[config.mk]
export PLATFORM = sky130hd
export DESIGN_NAME = ipt_tx_reader
export DESIGN_NICKNAME = d
export VERILOG_FILES = /design/src/logic/ipt_buf_pkg.sv /design/src/logic/ipt_bus_pkg.sv /design/src/logic/ipt_tx_reader.sv
export VERILOG_INCLUDE_DIRS = /design/src /design/src/logic
export SDC_FILE = /design/constraint.sdc
export NUM_CORES = 1
export LEC_CHECK = 0
export ABC_CLOCK_PERIOD_IN_PS = 1430
export BUFFER_PORTS_ARGS = -buffer_cell sky130_fd_sc_hd__buf_4
export CORE_MARGIN = 5
export CORE_UTILIZATION = 39
export DETAILED_ROUTE_END_ITERATION = 12
export PLACE_DENSITY = 0.75
export SLEW_MARGIN = 40
export SYNTH_ARGS = -nofsm -noshare
export SYNTH_HDL_FRONTEND = slang
export SYNTH_SLANG_ARGS = --single-unit
[constraint.sdc]
create_clock -name clk -period 1.43 [get_ports clk]
set_input_delay 0.429 -clock clk [delete_from_list [all_inputs] [get_ports clk]]
set_output_delay 0.429 -clock clk [all_outputs]
set_load 0.02 [all_outputs]
[src/logic/ipt_defs.svh]
// Sizing for the ingress passthrough buffer and packet limits
// Buffer size must be a power of two and a multiple of four bytes
// Packet length is enforced in 8-byte host writes, not in bytes
`ifndef IPT_DEFS_SVH
`define IPT_DEFS_SVH

// Packet buffer storage in bytes
`define IPT_BUFR_BYTES 2048

// Buffer depth in 32-bit words
`define IPT_WORDS (`IPT_BUFR_BYTES / 4)

// Word address width, the pointer wrap bit comes on top of this
`define IPT_AWID $clog2(`IPT_WORDS)

// Longest packet the host may send, in bytes
`define IPT_MAX_PKT_LEN 1522

// Data writes allowed per packet, length rounded up to 8-byte units
`define IPT_MAX_DATA_WR ((`IPT_MAX_PKT_LEN + 7) / 8)

// Stream and buffer word data width
`define IPT_DW 32

`endif
[src/logic/ipt_buf_pkg.sv]
// Packet buffer pointer and receive FSM types
// Pointers carry one wrap bit above the word address
// so a full buffer and an empty one can be told apart
`include "ipt_defs.svh"

package ipt_buf_pkg;

   // Word pointer with wrap bit on top
   typedef logic [`IPT_AWID:0] buf_ptr_t;

   // Receive FSM, one-hot
   typedef enum logic [4:0] {
      RX_RESET = 5'b00001,
      RX_IDLE  = 5'b00010,
      RX_PLD   = 5'b00100,
      RX_EOP   = 5'b01000,
      RX_DROP  = 5'b10000
   } rx_state_t;

endpackage

[src/logic/ipt_bus_pkg.sv]
// Host slave request and outgoing stream beat types
// One host data write carries one or two stream words
// The stream beat layout doubles as the buffer word layout
`include "ipt_defs.svh"

package ipt_bus_pkg;

   // Empty trailing bytes of the last word in a packet
   typedef logic [1:0] mod_t;

   // One request from the management host
   typedef struct packed {
      logic                   write;
      logic                   addr;     // 0 flow control, 1 packet data
      logic [2*`IPT_DW-1:0]   wrdata;
      logic [2*`IPT_DW/8-1:0] byteen;
   } avmm_req_t;

   // One stream beat, also one word of the packet buffer
   typedef struct packed {
      logic               sop;
      logic               eop;
      mod_t               mod;
      logic [`IPT_DW-1:0] data;
   } st_beat_t;

endpackage

[src/logic/ipt_tx_reader.sv]
// Transmit side of the passthrough buffer
// Only one beat is in flight, so throughput is one beat per four cycles
// The loopback enable should only change between packets
`timescale 1ns/1ps
`include "ipt_defs.svh"

module ipt_tx_reader
   import ipt_bus_pkg::*, ipt_buf_pkg::*;
(
   input  logic     clk,
   input  logic     reset,
   input  buf_ptr_t commit_ptr,
   input  st_beat_t rd_word,
   output buf_ptr_t rd_addr,
   output buf_ptr_t rd_ptr,
   input  logic     lpbk_en,
   input  logic     arb_rdy,
   input  logic     lpbk_rdy,
   output st_beat_t beat,
   output logic     arb_vld,
   output logic     lpbk_vld
);

   logic buf_empty;
   logic tx_wip;
   logic rd_en;
   logic rd_en_q1;
   logic rd_en_q2;
   logic tx_vld;
   logic sel_rdy;
   logic xfer;
   logic tx_start;

   //--------------------------------------------------------------------------
   // Port steering
   //--------------------------------------------------------------------------
   always_comb begin
      sel_rdy  = lpbk_en ? lpbk_rdy : arb_rdy;
      xfer     = tx_vld && sel_rdy;
      // Word at the read pointer opens a committed packet
      tx_start = !buf_empty && rd_word.sop;
      rd_addr  = rd_ptr;
      arb_vld  = tx_vld && !lpbk_en;
      lpbk_vld = tx_vld && lpbk_en;
   end

   //--------------------------------------------------------------------------
   // Read control
   //--------------------------------------------------------------------------
   always_ff @(posedge clk, posedge reset) begin
      if (reset) begin
         buf_empty <= 1'b1;
         tx_wip    <= 1'b0;
         rd_ptr    <= '0;
         rd_en     <= 1'b0;
         rd_en_q1  <= 1'b0;
         rd_en_q2  <= 1'b0;
         tx_vld    <= 1'b0;
      end else begin
         buf_empty <= (commit_ptr == rd_ptr);

         if (xfer && beat.eop)
            tx_wip <= 1'b0;
         else if (tx_start)
            tx_wip <= 1'b1;

         if (xfer)
            rd_ptr <= rd_ptr + 1'b1;

         // First read on packet start, then one read per transfer
         rd_en    <= (!tx_wip && tx_start) || (tx_wip && xfer && !beat.eop);
         rd_en_q1 <= rd_en;
         rd_en_q2 <= rd_en_q1;

         if (tx_wip && rd_en_q2)
            tx_vld <= 1'b1;
         else if (sel_rdy)
            tx_vld <= 1'b0;
      end
   end

   // Output beat, mod only meaningful on eop
   always_ff @(posedge clk) begin
      if (rd_en_q2) begin
         beat     <= rd_word;
         beat.mod <= rd_word.eop ? rd_word.mod : mod_t'(0);
      end
   end

   // A beat waiting on back-pressure stays put
   a_beat_hold: assert property (@(posedge clk) disable iff (reset)
      (tx_vld && !sel_rdy) |=> (tx_vld && $stable(beat)));

endmodule

==> summary.txt <==
Synthesis
  – Post-synthesis sequential area ratio: 76.25%
  – Post-Synthesis Cells: 113
  – Post-Synthesis Cell Area: 0.001944 mm2
  – Synthesized flop and latch total: 52
  – Count of different cell masters after synthesis: 25
  – Mean Syn Cell Area: 17.21 um2
  – Synthesized net count: 165
  – Yosys warns: 0

STA
  – Worst clock skew: 2.289 ps
  – Worst Max-Slew Pin Slew: 561.6 ps
  – Final Hold Viols: 0
  – Setup TNS: -106.0 ps
  – # setup viols final: 2
  – Fmax: 0.6736 GHz
  – Final setup margin: -54.56 ps
  – Final period utilization: 103.8%
  – Unrepaired setup endpoints after global routing: yes
  – Max_slew headroom: 61.82%
  – Fin. max-slew vios: 0
  – Final min period: 1485 ps

Finish
  – Fill cells: 385
  – ANT cells: 0
  – Leading cell types in the layout, fill and taps excluded: buf_4, edfxtp_1, xnor2_1
  – Design Area, Final: 0.003027 mm2
  – Final nets: 281
  – Non-filler instance count after layout: 297
  – Most common cell after layout, fill and taps aside: buf_4
  – Area growth syn-to-layout: 55.66%
  – Layout cell share with drive strength beyond 1: 63.04%

Floorplan
  – Die W: 80.61 um
  – Initial Util: 40.63%
  – Full die area: 0.006498 mm2
  – Core area: 0.004786 mm2
  – Die Y: 80.61 um
  – FP Rows: 25
  – # IOs: 109

Power and ir drop
  – Reg power frac: 47.5%
  – Comb pwr share: 26.7%
  – Sw power: 1.070 mW
  – P_leak: 1.317 nW
  – Pwr per Cell Area: 1318 mW/mm2
  – Internal Power: 2.920 mW
  – Clock share of power: 25.8%
  – Maximum vdd drop: 0.001040 V
  – Net Sw Frac: 26.81%

CTS
  – # hold bufs at CTS: 0
  – Clock latency on the worst-skew pair: 300 ps
  – CTS buffer count: 5
  – Reg clk slew, reported paths: 90 ps
  – Max clock buf depth: 2
  – Clock root buffer: clkbuf_8
  – H-tree depth: 2
  – CTS tree: yes
  – CTS sink count: 52

Worst setup path
  – Critical path peak fanout: 3
  – Slowest CP cell: dfrtp_2
  – Crit path required time: 1000 ps
  – Slowest cell delay on critical path: 430 ps
  – CP arrival: 1060 ps
  – Crit Path Class: reg2out
  – Worst Reg-to-Reg Cells: 4
  – Worst path cell trace: and2b_2 -> buf_6
  – CP Launch Type: register
  – Critical Path Sink Type: output port

Drt
  – Via Count: 1348
  – Routed WL: 4410 um
  – DRC: 0
  – Iteration-0 DRC Markers: 41
  – DR pass1 iterations: 4
  – ANT nets after route: 0
  – Wire per inst: 14.85 um
  – Post-DR vias/cell: 4.539

Place
  – RePlAce Congestion: 0.7283
  – Port buffer count: 108
  – Post-DP HPWL: 3419 um
  – Post-place instance area: 0.002824 mm2
  – DP Cell Count: 286
  – Place WS: -8.698 ps

Global routing
  – Largest net degree at the start of global routing: 30
  – All-Layer GR Usage: 13.23%
  – Grt peak-use layer: met2
  – M2 GR Usage: 20.78%
  – Vias in the first global route: 1315
  – First-pass GRT wire length: 6313 um
  – Routing usage on met1: 16.12%
  – Initial antenna violation count: 0
  – Met3 Track Usage GR: 6.278%
  – Grt ovf: 0

Status
  – Failing checks: setup timing
  – Status: complete, but fails checks

Worst hold path
  – HP Class: in2async

Run
  – Max-Cap Viols: 0
==> power by group through the flow <==
stage	sequential (mW)	clock (mW)	combinational [mW]
6_report	1.89	1.03	1.07
5_1_grt	1.92	1.13	1.13
4_1_cts	1.89	1.05	1.08
3_5_place_dp	1.92	0	0.951
3_3_place_gp	1.92	0	0.940
2_1_floorplan	2.10	0	0.324
==> final timing paths <==
check / startpoint / endpoint / slack [ps]
max reg2reg: rd_addr[0] / rd_addr[6] / 80
max in group asynchronous: reset / buf_empty / 1060
min in group clk: rd_word[28] / beat[28] / 300
max: tx_vld / arb_vld / -50
min reg2reg: rd_en / rd_en_q1 / 360
min: reset / rd_en_q1 / 130
==> Yosys cell counts <==
cell,instances,area [um2]
o22ai_1,1,6.260
nor3b_1,1,7.510
nand4_1,4,25.02
edfxtp_1,36,1081
dfrtp_1,15,375.4
inv_1,2,7.510
nand3_1,2,10.01
and2_1,2,12.51
and2_2,1,7.510
xnor2_1,10,87.58
nand2b_1,2,12.51
dfstp_2,1,26.28
nor4_1,2,12.51
nand2_1,3,11.26
and2b_2,1,8.760
mux2i_2,1,13.76
a32oi_1,1,8.760
nor2_1,1,3.750
mux2_2,2,22.52
buf_4,10,75.07
nor4b_1,2,17.52
ha_1,1,12.51
a22o_2,1,10.01
nor3_1,2,10.01
xor2_1,9,78.83
==> flip-flops by register name, summed over array words and instances, names as in the netlist <==
name / count
beat: 36
rd_addr: 10
buf_empty: 1
rd_en: 1
rd_en_q1: 1
rd_en_q2: 1
tx_vld: 1
tx_wip: 1
==> kinds of logic (layout without fill, tap and decap cells) <==
kind of cell / after synthesis / after routing / synth area share [%]
simple gates: 23 / 23 / 7.143
fa+ha+maj: 1 / 1 / 0.6434
compound gates: 3 / 3 / 1.287
xor+xnor: 19 / 19 / 8.559
mux: 3 / 3 / 1.866
flops: 52 / 52 / 76.26
buf+inv: 12 / 129 / 4.247
==> metal layers <==
layer  up-vias  wire length [um]
met1       620              1832
met2        93              1918
met4         0                54
met3         6               605
li1        629                 -
met5         -                 0
==> per-stage QoR <==
step	utilization, %	hold WS, ps	total power, mW
2_1_floorplan	-	331.2	2.424
3_3_place_gp	59.01	339.1	2.856
3_5_place_dp	59.01	337.3	2.871
4_1_cts	62.67	125.0	4.021
5_1_grt	63.24	146.7	4.183
6_report	63.24	128.6	3.990
==> timing repair <==
| action | in CTS | in global routing |
|---|---|---|
| setup endpoints to repair | 8 | 22 |
| buffers inserted | 4 | 0 |
| gates resized for setup | 9 | 10 |
| endpoints found under the hold margin | 0 | 0 |
| pin swaps | 0 | 2 |
==> critical path: cells and delay by family, from the launching register on <==
kind / cells / cell delay [ps]
flops: 1 / 430
simple gates: 1 / 200
buf+inv: 1 / 130
==> layout make-up <==
class | instances | area [um2] | share of cell area (%)
multi-input combinational | 49 | 397.9 | 13.15
sequential | 52 | 1493 | 49.32
clock inverter | 2 | 38.79 | 1.282
timing repair buffer | 119 | 923.4 | 30.51
tap | 67 | 83.83 | 2.770
inverter | 2 | 7.507 | 0.2480
clock buffer | 6 | 82.58 | 2.728
(Power assumes the default switching activity.)
