$ cat src/logic/ipt_defs.svh
// Sizing for the ingress passthrough buffer and packet limits
// Buffer size must be a power of two and a multiple of four bytes
// Packet length is enforced in 8-byte host writes, not in bytes
`ifndef IPT_DEFS_SVH
`define IPT_DEFS_SVH

// Packet buffer storage in bytes
`define IPT_BUFR_BYTES 2048

// Buffer depth in 32-bit words
`define IPT_WORDS (`IPT_BUFR_BYTES / 4)

// Word address width, the pointer wrap bit comes on top of this
`define IPT_AWID $clog2(`IPT_WORDS)

// Longest packet the host may send, in bytes
`define IPT_MAX_PKT_LEN 1522

// Data writes allowed per packet, length rounded up to 8-byte units
`define IPT_MAX_DATA_WR ((`IPT_MAX_PKT_LEN + 7) / 8)

// Stream and buffer word data width
`define IPT_DW 32

`endif
$ cat src/logic/ipt_buf_pkg.sv
// Packet buffer pointer and receive FSM types
// Pointers carry one wrap bit above the word address
// so a full buffer and an empty one can be told apart
`include "ipt_defs.svh"

package ipt_buf_pkg;

   // Word pointer with wrap bit on top
   typedef logic [`IPT_AWID:0] buf_ptr_t;

   // Receive FSM, one-hot
   typedef enum logic [4:0] {
      RX_RESET = 5'b00001,
      RX_IDLE  = 5'b00010,
      RX_PLD   = 5'b00100,
      RX_EOP   = 5'b01000,
      RX_DROP  = 5'b10000
   } rx_state_t;

endpackage

$ cat src/logic/ipt_bus_pkg.sv
// Host slave request and outgoing stream beat types
// One host data write carries one or two stream words
// The stream beat layout doubles as the buffer word layout
`include "ipt_defs.svh"

package ipt_bus_pkg;

   // Empty trailing bytes of the last word in a packet
   typedef logic [1:0] mod_t;

   // One request from the management host
   typedef struct packed {
      logic                   write;
      logic                   addr;     // 0 flow control, 1 packet data
      logic [2*`IPT_DW-1:0]   wrdata;
      logic [2*`IPT_DW/8-1:0] byteen;
   } avmm_req_t;

   // One stream beat, also one word of the packet buffer
   typedef struct packed {
      logic               sop;
      logic               eop;
      mod_t               mod;
      logic [`IPT_DW-1:0] data;
   } st_beat_t;

endpackage

$ cat src/logic/ipt_rx_writer.sv
// Receive side of the passthrough buffer
// Host sees waitreq for one cycle after every accepted write
// A packet is visible to the reader only once its eop is committed
// Dropped packets rewind the write pointer to the packet start
`timescale 1ns/1ps
`include "ipt_defs.svh"

module ipt_rx_writer
   import ipt_bus_pkg::*, ipt_buf_pkg::*;
(
   input  logic      clk,
   input  logic      reset,
   input  avmm_req_t req,
   output logic      waitreq,
   input  logic      ch_en,
   input  logic      lpbk_en,
   input  buf_ptr_t  rd_ptr,
   output logic      wr_en,
   output buf_ptr_t  wr_addr,
   output st_beat_t  wr_word,
   output buf_ptr_t  commit_ptr
);

   localparam int CNT_W = $clog2(`IPT_MAX_DATA_WR + 2);

   rx_state_t          state;
   rx_state_t          state_nxt;
   logic               wr_acc;
   logic               fc_sop;
   logic               fc_eop;
   logic               dat_vld;
   logic               dat_vld_q;
   logic [`IPT_DW-1:0] lo_data;
   logic [3:0]         lo_be;
   logic               sop_pend;
   logic [CNT_W-1:0]   wr_cnt;
   logic               drop_pkt;
   logic               skip_eop;
   buf_ptr_t           wr_tgt;
   logic               buf_full;

   // Byte enables of a 32-bit half to count of empty trailing bytes
   function automatic mod_t be2mod(input logic [3:0] be);
      mod_t m;
      if (be == 4'hf)
         m = 2'd0;
      else if (be[3:1] == 3'h7)
         m = 2'd1;
      else if (be[3:2] == 2'h3)
         m = 2'd2;
      else if (be[3])
         m = 2'd3;
      else
         m = 2'd0;
      return m;
   endfunction

   //--------------------------------------------------------------------------
   // Request decode and full test
   //--------------------------------------------------------------------------
   always_comb begin
      wr_acc  = req.write && !waitreq;
      fc_sop  = wr_acc && !req.addr && req.byteen[0] && req.wrdata[0];
      fc_eop  = wr_acc && !req.addr && req.byteen[0] && req.wrdata[1];
      dat_vld = wr_acc && req.addr;
      // Address the next buffer write will land on
      wr_tgt   = wr_addr + buf_ptr_t'(wr_en);
      buf_full = (wr_tgt[`IPT_AWID-1:0] == rd_ptr[`IPT_AWID-1:0]) &&
                 (wr_tgt[`IPT_AWID] != rd_ptr[`IPT_AWID]);
   end

   // One wait cycle per write, one more while eop is stamped
   always_ff @(posedge clk, posedge reset) begin
      if (reset)
         waitreq <= 1'b1;
      else
         waitreq <= wr_acc || (state == RX_EOP);
   end

   //--------------------------------------------------------------------------
   // Receive FSM
   //--------------------------------------------------------------------------
   always_comb begin
      state_nxt = state;
      case (state)
         RX_RESET: begin
            state_nxt = RX_IDLE;
         end
         RX_IDLE: begin
            if (fc_sop)
               state_nxt = RX_PLD;
         end
         RX_PLD: begin
            if ((buf_full && (dat_vld || dat_vld_q)) || drop_pkt)
               state_nxt = RX_DROP;
            else if (fc_eop)
               state_nxt = RX_EOP;
         end
         RX_EOP: begin
            // Short packet is only known here
            state_nxt = drop_pkt ? RX_DROP : RX_IDLE;
         end
         RX_DROP: begin
            if (fc_eop || skip_eop)
               state_nxt = RX_IDLE;
         end
         default: begin
            state_nxt = RX_RESET;
         end
      endcase
   end

   //--------------------------------------------------------------------------
   // Control state and write pointer
   //--------------------------------------------------------------------------
   always_ff @(posedge clk, posedge reset) begin
      if (reset) begin
         state      <= RX_RESET;
         dat_vld_q  <= 1'b0;
         sop_pend   <= 1'b0;
         wr_cnt     <= '0;
         drop_pkt   <= 1'b0;
         skip_eop   <= 1'b0;
         commit_ptr <= '0;
         wr_en      <= 1'b0;
         wr_addr    <= '0;
      end else begin
         state     <= state_nxt;
         // Lower half becomes a word only with byte enable 3
         dat_vld_q <= dat_vld && req.byteen[3];

         if (wr_en)
            sop_pend <= 1'b0;
         else if (state == RX_IDLE)
            sop_pend <= 1'b1;

         if (state == RX_IDLE)
            wr_cnt <= '0;
         else if (dat_vld)
            wr_cnt <= wr_cnt + 1'b1;

         // Channel off, too short, bad second write, too long
         drop_pkt <= (!ch_en && !lpbk_en) ||
                     (fc_eop && wr_cnt < 2) ||
                     (dat_vld && wr_cnt == 1 && req.byteen[7:1] != 7'h7f) ||
                     (dat_vld && wr_cnt >= `IPT_MAX_DATA_WR);

         skip_eop <= (state == RX_EOP) && drop_pkt;

         if (state == RX_IDLE)
            commit_ptr <= wr_addr;

         wr_en <= (((state == RX_PLD) && (dat_vld || dat_vld_q) && !buf_full) ||
                   (state == RX_EOP)) && !drop_pkt;

         // Eop is stamped onto the word just below the pointer
         if (state == RX_DROP)
            wr_addr <= commit_ptr;
         else if (state == RX_EOP)
            wr_addr <= wr_addr - 1'b1;
         else if (wr_en)
            wr_addr <= wr_addr + 1'b1;
      end
   end

   //--------------------------------------------------------------------------
   // Buffer word assembly
   //--------------------------------------------------------------------------
   always_ff @(posedge clk) begin
      if (dat_vld) begin
         lo_data <= req.wrdata[`IPT_DW-1:0];
         lo_be   <= req.byteen[3:0];
      end

      if (state == RX_EOP) begin
         wr_word.eop <= 1'b1;
      end else if (dat_vld_q) begin
         wr_word.sop  <= 1'b0;
         wr_word.eop  <= 1'b0;
         wr_word.mod  <= be2mod(lo_be);
         wr_word.data <= lo_data;
      end else if (dat_vld) begin
         wr_word.sop  <= sop_pend;
         wr_word.eop  <= 1'b0;
         wr_word.mod  <= be2mod(req.byteen[7:4]);
         wr_word.data <= req.wrdata[2*`IPT_DW-1:`IPT_DW];
      end
   end

   // Nothing of a discarded packet reaches the buffer
   a_no_wr_in_drop: assert property (@(posedge clk) disable iff (reset)
      (state == RX_DROP) |-> !wr_en);

   a_state_onehot: assert property (@(posedge clk) disable iff (reset)
      $onehot(state));

endmodule

$ cat config.mk
export PLATFORM = sky130hd
export DESIGN_NAME = ipt_rx_writer
export DESIGN_NICKNAME = d
export VERILOG_FILES = /design/src/logic/ipt_buf_pkg.sv /design/src/logic/ipt_bus_pkg.sv /design/src/logic/ipt_rx_writer.sv
export VERILOG_INCLUDE_DIRS = /design/src /design/src/logic
export SDC_FILE = /design/constraint.sdc
export NUM_CORES = 1
export LEC_CHECK = 0
export BUFFER_PORTS_ARGS = -buffer_cell sky130_fd_sc_hd__buf_2
export CORE_UTILIZATION = 35
export DETAILED_ROUTE_END_ITERATION = 8
export GPL_TIMING_DRIVEN = 1
export SYNTH_ARGS = -nofsm -noshare
export SYNTH_HDL_FRONTEND = slang
export SYNTH_SLANG_ARGS = --single-unit
$ cat constraint.sdc
create_clock -name clk -period 4.59 [get_ports clk]
set_input_delay 0.6885 -clock clk [delete_from_list [all_inputs] [get_ports clk]]
set_output_delay 0.6885 -clock clk [all_outputs]
set_load 0.02 [all_outputs]
==> run_results.csv <==
group,metric,value,unit
synth,syn_nets,524,
timing,worstMarginPinSlew,1.12,ns
timing,fin_skew,0.00857,ns
power,p_comb_share,18.1,%
route,wl_per_cell,16.1,um
global_route,grt.total_usage,16.5,%
global_route,antenna_found_initial,1,
status,status,"completed",
critical_path,crit_type,"register to register",
route,routed_wl,12200,um
critical_path,crit_end,"wr_addr[9]",
critical_path,rr_startpoint,"state[4]",
power,power_density,386,nW/um^2
placed_design,place_inst,736,
synth,synthCells,423,
critical_path,crit_slowest_cell,"dfrtp_1",
timing,setup_viol_count_final,0,
critical_path,reg2reg_slack,1.37,ns
power,power_frac_seq,50.9,%
timing,hold_violations,0,
critical_path,crit_fanout,12,
timing,grt_setup_unrepaired,"no",
floorplan,dieHeight,123,um
timing,layout_setup_ws,1.37,ns
global_route,grt_max_degree,47,
placed_design,place_congestion,0.778,
critical_path,crit_required,4.78,ns
clocking,cts.path.max_buffers,2,
cells_and_area,drive_gt1_share,36.5,%
cells_and_area,finalInstanceArea,6360,sq um
floorplan,ios,146,
route,vias,3779,
timing,timing.final.crit_share,70.2,%
clocking,cts_tree,"done",
synth,ys_types,59,
clocking,htreeDepth,3,
route,dr.first_iter.drc_count,191,
clocking,clock-root-buffer,"clkbuf_16",
power,p_leak,2.76,nW
clocking,clkSinkCount,111,
placed_design,hpwl,8760,um
critical_path,max_stage_delay,0.44,ns
critical_path,rr_endpoint,"wr_addr[9]",
critical_path,critical_path.endpoint_type,"register",
floorplan,placeableCoreArea,14100,sq um
global_route,grt_pass1_wl,19100,um
power,clockPowerShare,31.0,%
clocking,cts_buffers,9,
floorplan,die_width,123,um
placed_design,place_area,6070,sq um
route,viasPerCell,5.02,
timing,min_period,3.22,ns
critical_path,cp-startpoint,"state[4]",
cells_and_area,stdcell_count,753,
synth,ys_seq_area_share,60.8,%
critical_path,cpMostUsedCell,"a21oi_1",
placed_design,port_buffers,145,
clocking,path_clk_slew,0.08,ns
clocking,clk_latency,0.35,ns
global_route,grt_pass1_vias,3752,
timing,maxSlewHeadroom,25.2,%
critical_path,start_kind,"register",
cells_and_area,area_growth,23.5,%
global_route,overflow,0,
synth,async_flop_share,35.1,%
synth,ys_ff_latch,111,
critical_path,worstPathCellList,"nor2_1 > nand3_1 > inv_1 > ha_1 > a21oi_1 > a2bb2oi_1 > a21oi_1 > a31oi_1 > mux2i_1 > xnor2_1 > a21oi_1",
critical_path,worstRegToRegCells,11,
cells_and_area,final_util,45.1,%
timing,maxSlewViolCount,0,
placed_design,pre_cts_slack,1.41,ns
route,post-route-drc-count,0,
critical_path,arrival,3.42,ns
floorplan,start_util,36.5,%
synth,synth_edf_count,71,
min_path,min_path_type,"input pin to asynchronous set/reset pin",
run,maxCapViolCount,0,
synth,synth_ff_type,"edfxtp_1",
power,ir_worst_vdd,185,uV
power,p_int,1.71,mW
synth,syn_area,5150,sq um
clocking,cts_setup_buffers,0,
clocking,hold_buffers,0,
cells_and_area,final_nets,668,
route,drtPass1Iterations,4,
timing,fmax,310,MHz
power,p_switching,0.741,mW
synth,synth_warnings,0,
timing,fin_tns_setup,0,ns
floorplan,row_count,43,
power,switching_share,30.2,%
floorplan,design.die.area,15200,sq um
synth,syn_avg_cell_area,12.2,sq um
clocking,cts_resized,0,
route,ant_nets,0,
-- worst min path at each step --
stage               cells after the start  slack, ns         from     endpoint
finish                                  3       0.45        reset    wr_cnt[6]
floorplan                               2       0.46     sop_pend     sop_pend
CTS                                     2       0.45  wr_word[34]  wr_word[34]
detailed placement                      2       0.44  wr_word[34]  wr_word[34]
global route                            2       0.46  wr_word[34]  wr_word[34]
global placement                        2       0.44  wr_word[34]  wr_word[34]
-- power groups by stage --
stage / sequential (mW) / clock, mW / combinational (mW)
after global placement: 1.27 / 0 / 0.438
final: 1.25 / 0.759 / 0.444
after global routing: 1.26 / 0.813 / 0.497
after floorplan: 1.31 / 0 / 0.236
after CTS: 1.25 / 0.780 / 0.449
after detailed placement: 1.27 / 0 / 0.447
-- state kept, by name (all words and copies together) (netlist names), 4 cells and up --
signal / cells
commit_ptr: 10
lo_be: 4
lo_data: 32
state: 5
wr_addr: 10
wr_cnt: 8
wr_word: 36
-- per-stage QoR --
step	power, mW	hold slack (ns)
2_1_floorplan	1.55	0.458
3_3_place_gp	1.70	0.437
3_5_place_dp	1.72	0.436
4_1_cts	2.48	0.447
5_1_grt	2.57	0.463
6_report	2.45	0.446
-- per-layer routing --
layer  part of all wire, %  track usage [%]  up-vias
met2                    46             27.0      149
met5                     0                0        -
met4                  0.55             3.77        0
met3                   8.2             5.21        6
met1                    45             21.4     1810
li1                      -                -     1814
-- final cells by class --
cell class | instances | area (sq um)
repair buffers | 148 | 748
multi-input cells | 282 | 1910
fillers | 1349 | 7730
clock buffers | 9 | 225
inverters | 15 | 56.3
clock inverters | 7 | 62.6
flip-flops and latches | 111 | 3130
diodes | 1 | 2.50
well taps | 180 | 225
-- layout by cell type (no fill, tap or decap), types with 3 or more instances in the layout --
cell type  synthesis  routed
clkbuf_16          0       9
a21o_1             3       3
nor2_1            43      42
nand2_1           39      39
nand2b_1           3       3
buf_4              2       3
ha_1              12      12
nor3_1             8       8
edfxtp_1          71      71
a21oi_1           28      28
o31ai_1            3       3
inv_1             15      15
nand3_1           11      11
xor2_1             8       8
nor2b_1            5       5
xnor2_1           17      17
and3_1             8       8
buf_2              2     145
mux2_2            33      33
dfrtp_1           37      37
nand4_1            4       4
o21ai_0           13      13
-- Yosys cell counts (all sizes together), types with 2 or more instances --
cell type	n	area share (%)
nand2	40	3.0
nand4	4	0.49
o22ai	2	0.24
dfstp	2	1.0
mux2	33	7.2
xnor2	17	2.9
and2	3	0.39
nor3b	3	0.44
and3	9	1.1
nor3	8	0.78
o21a	2	0.29
o211ai	2	0.39
nor4	2	0.24
buf	5	0.56
xor2	8	1.4
nor2	43	3.1
dfrtp	37	18
inv	15	1.1
a21oi	29	2.9
nor2b	5	0.61
o21ai	13	1.3
clkbuf	10	0.73
or3	2	0.24
a31oi	2	0.24
a32o	2	0.39
ha	12	2.9
nand3	12	1.3
a21o	3	0.44
nor4b	2	0.34
o31ai	3	0.44
nand2b	3	0.36
edfxtp	71	41
-- cells by family after synthesis --
kind of cell / synth area share [%]
simple gates: 13.1
flops: 60.8
compound gates: 8.77
mux: 7.41
buf+inv: 2.38
xor+xnor: 4.25
fa+ha+maj: 3.30
-- critical path: cells and delay by family (launching register included) --
kind / cells / cell delay (ns)
mux: 1 / 0.23
flops: 1 / 0.44
buf+inv: 1 / 0.43
compound gates: 5 / 0.88
simple gates: 2 / 0.57
xor+xnor: 1 / 0.14
fa+ha+maj: 1 / 0.36
No activity file was read; power rests on OpenSTA's default activity.
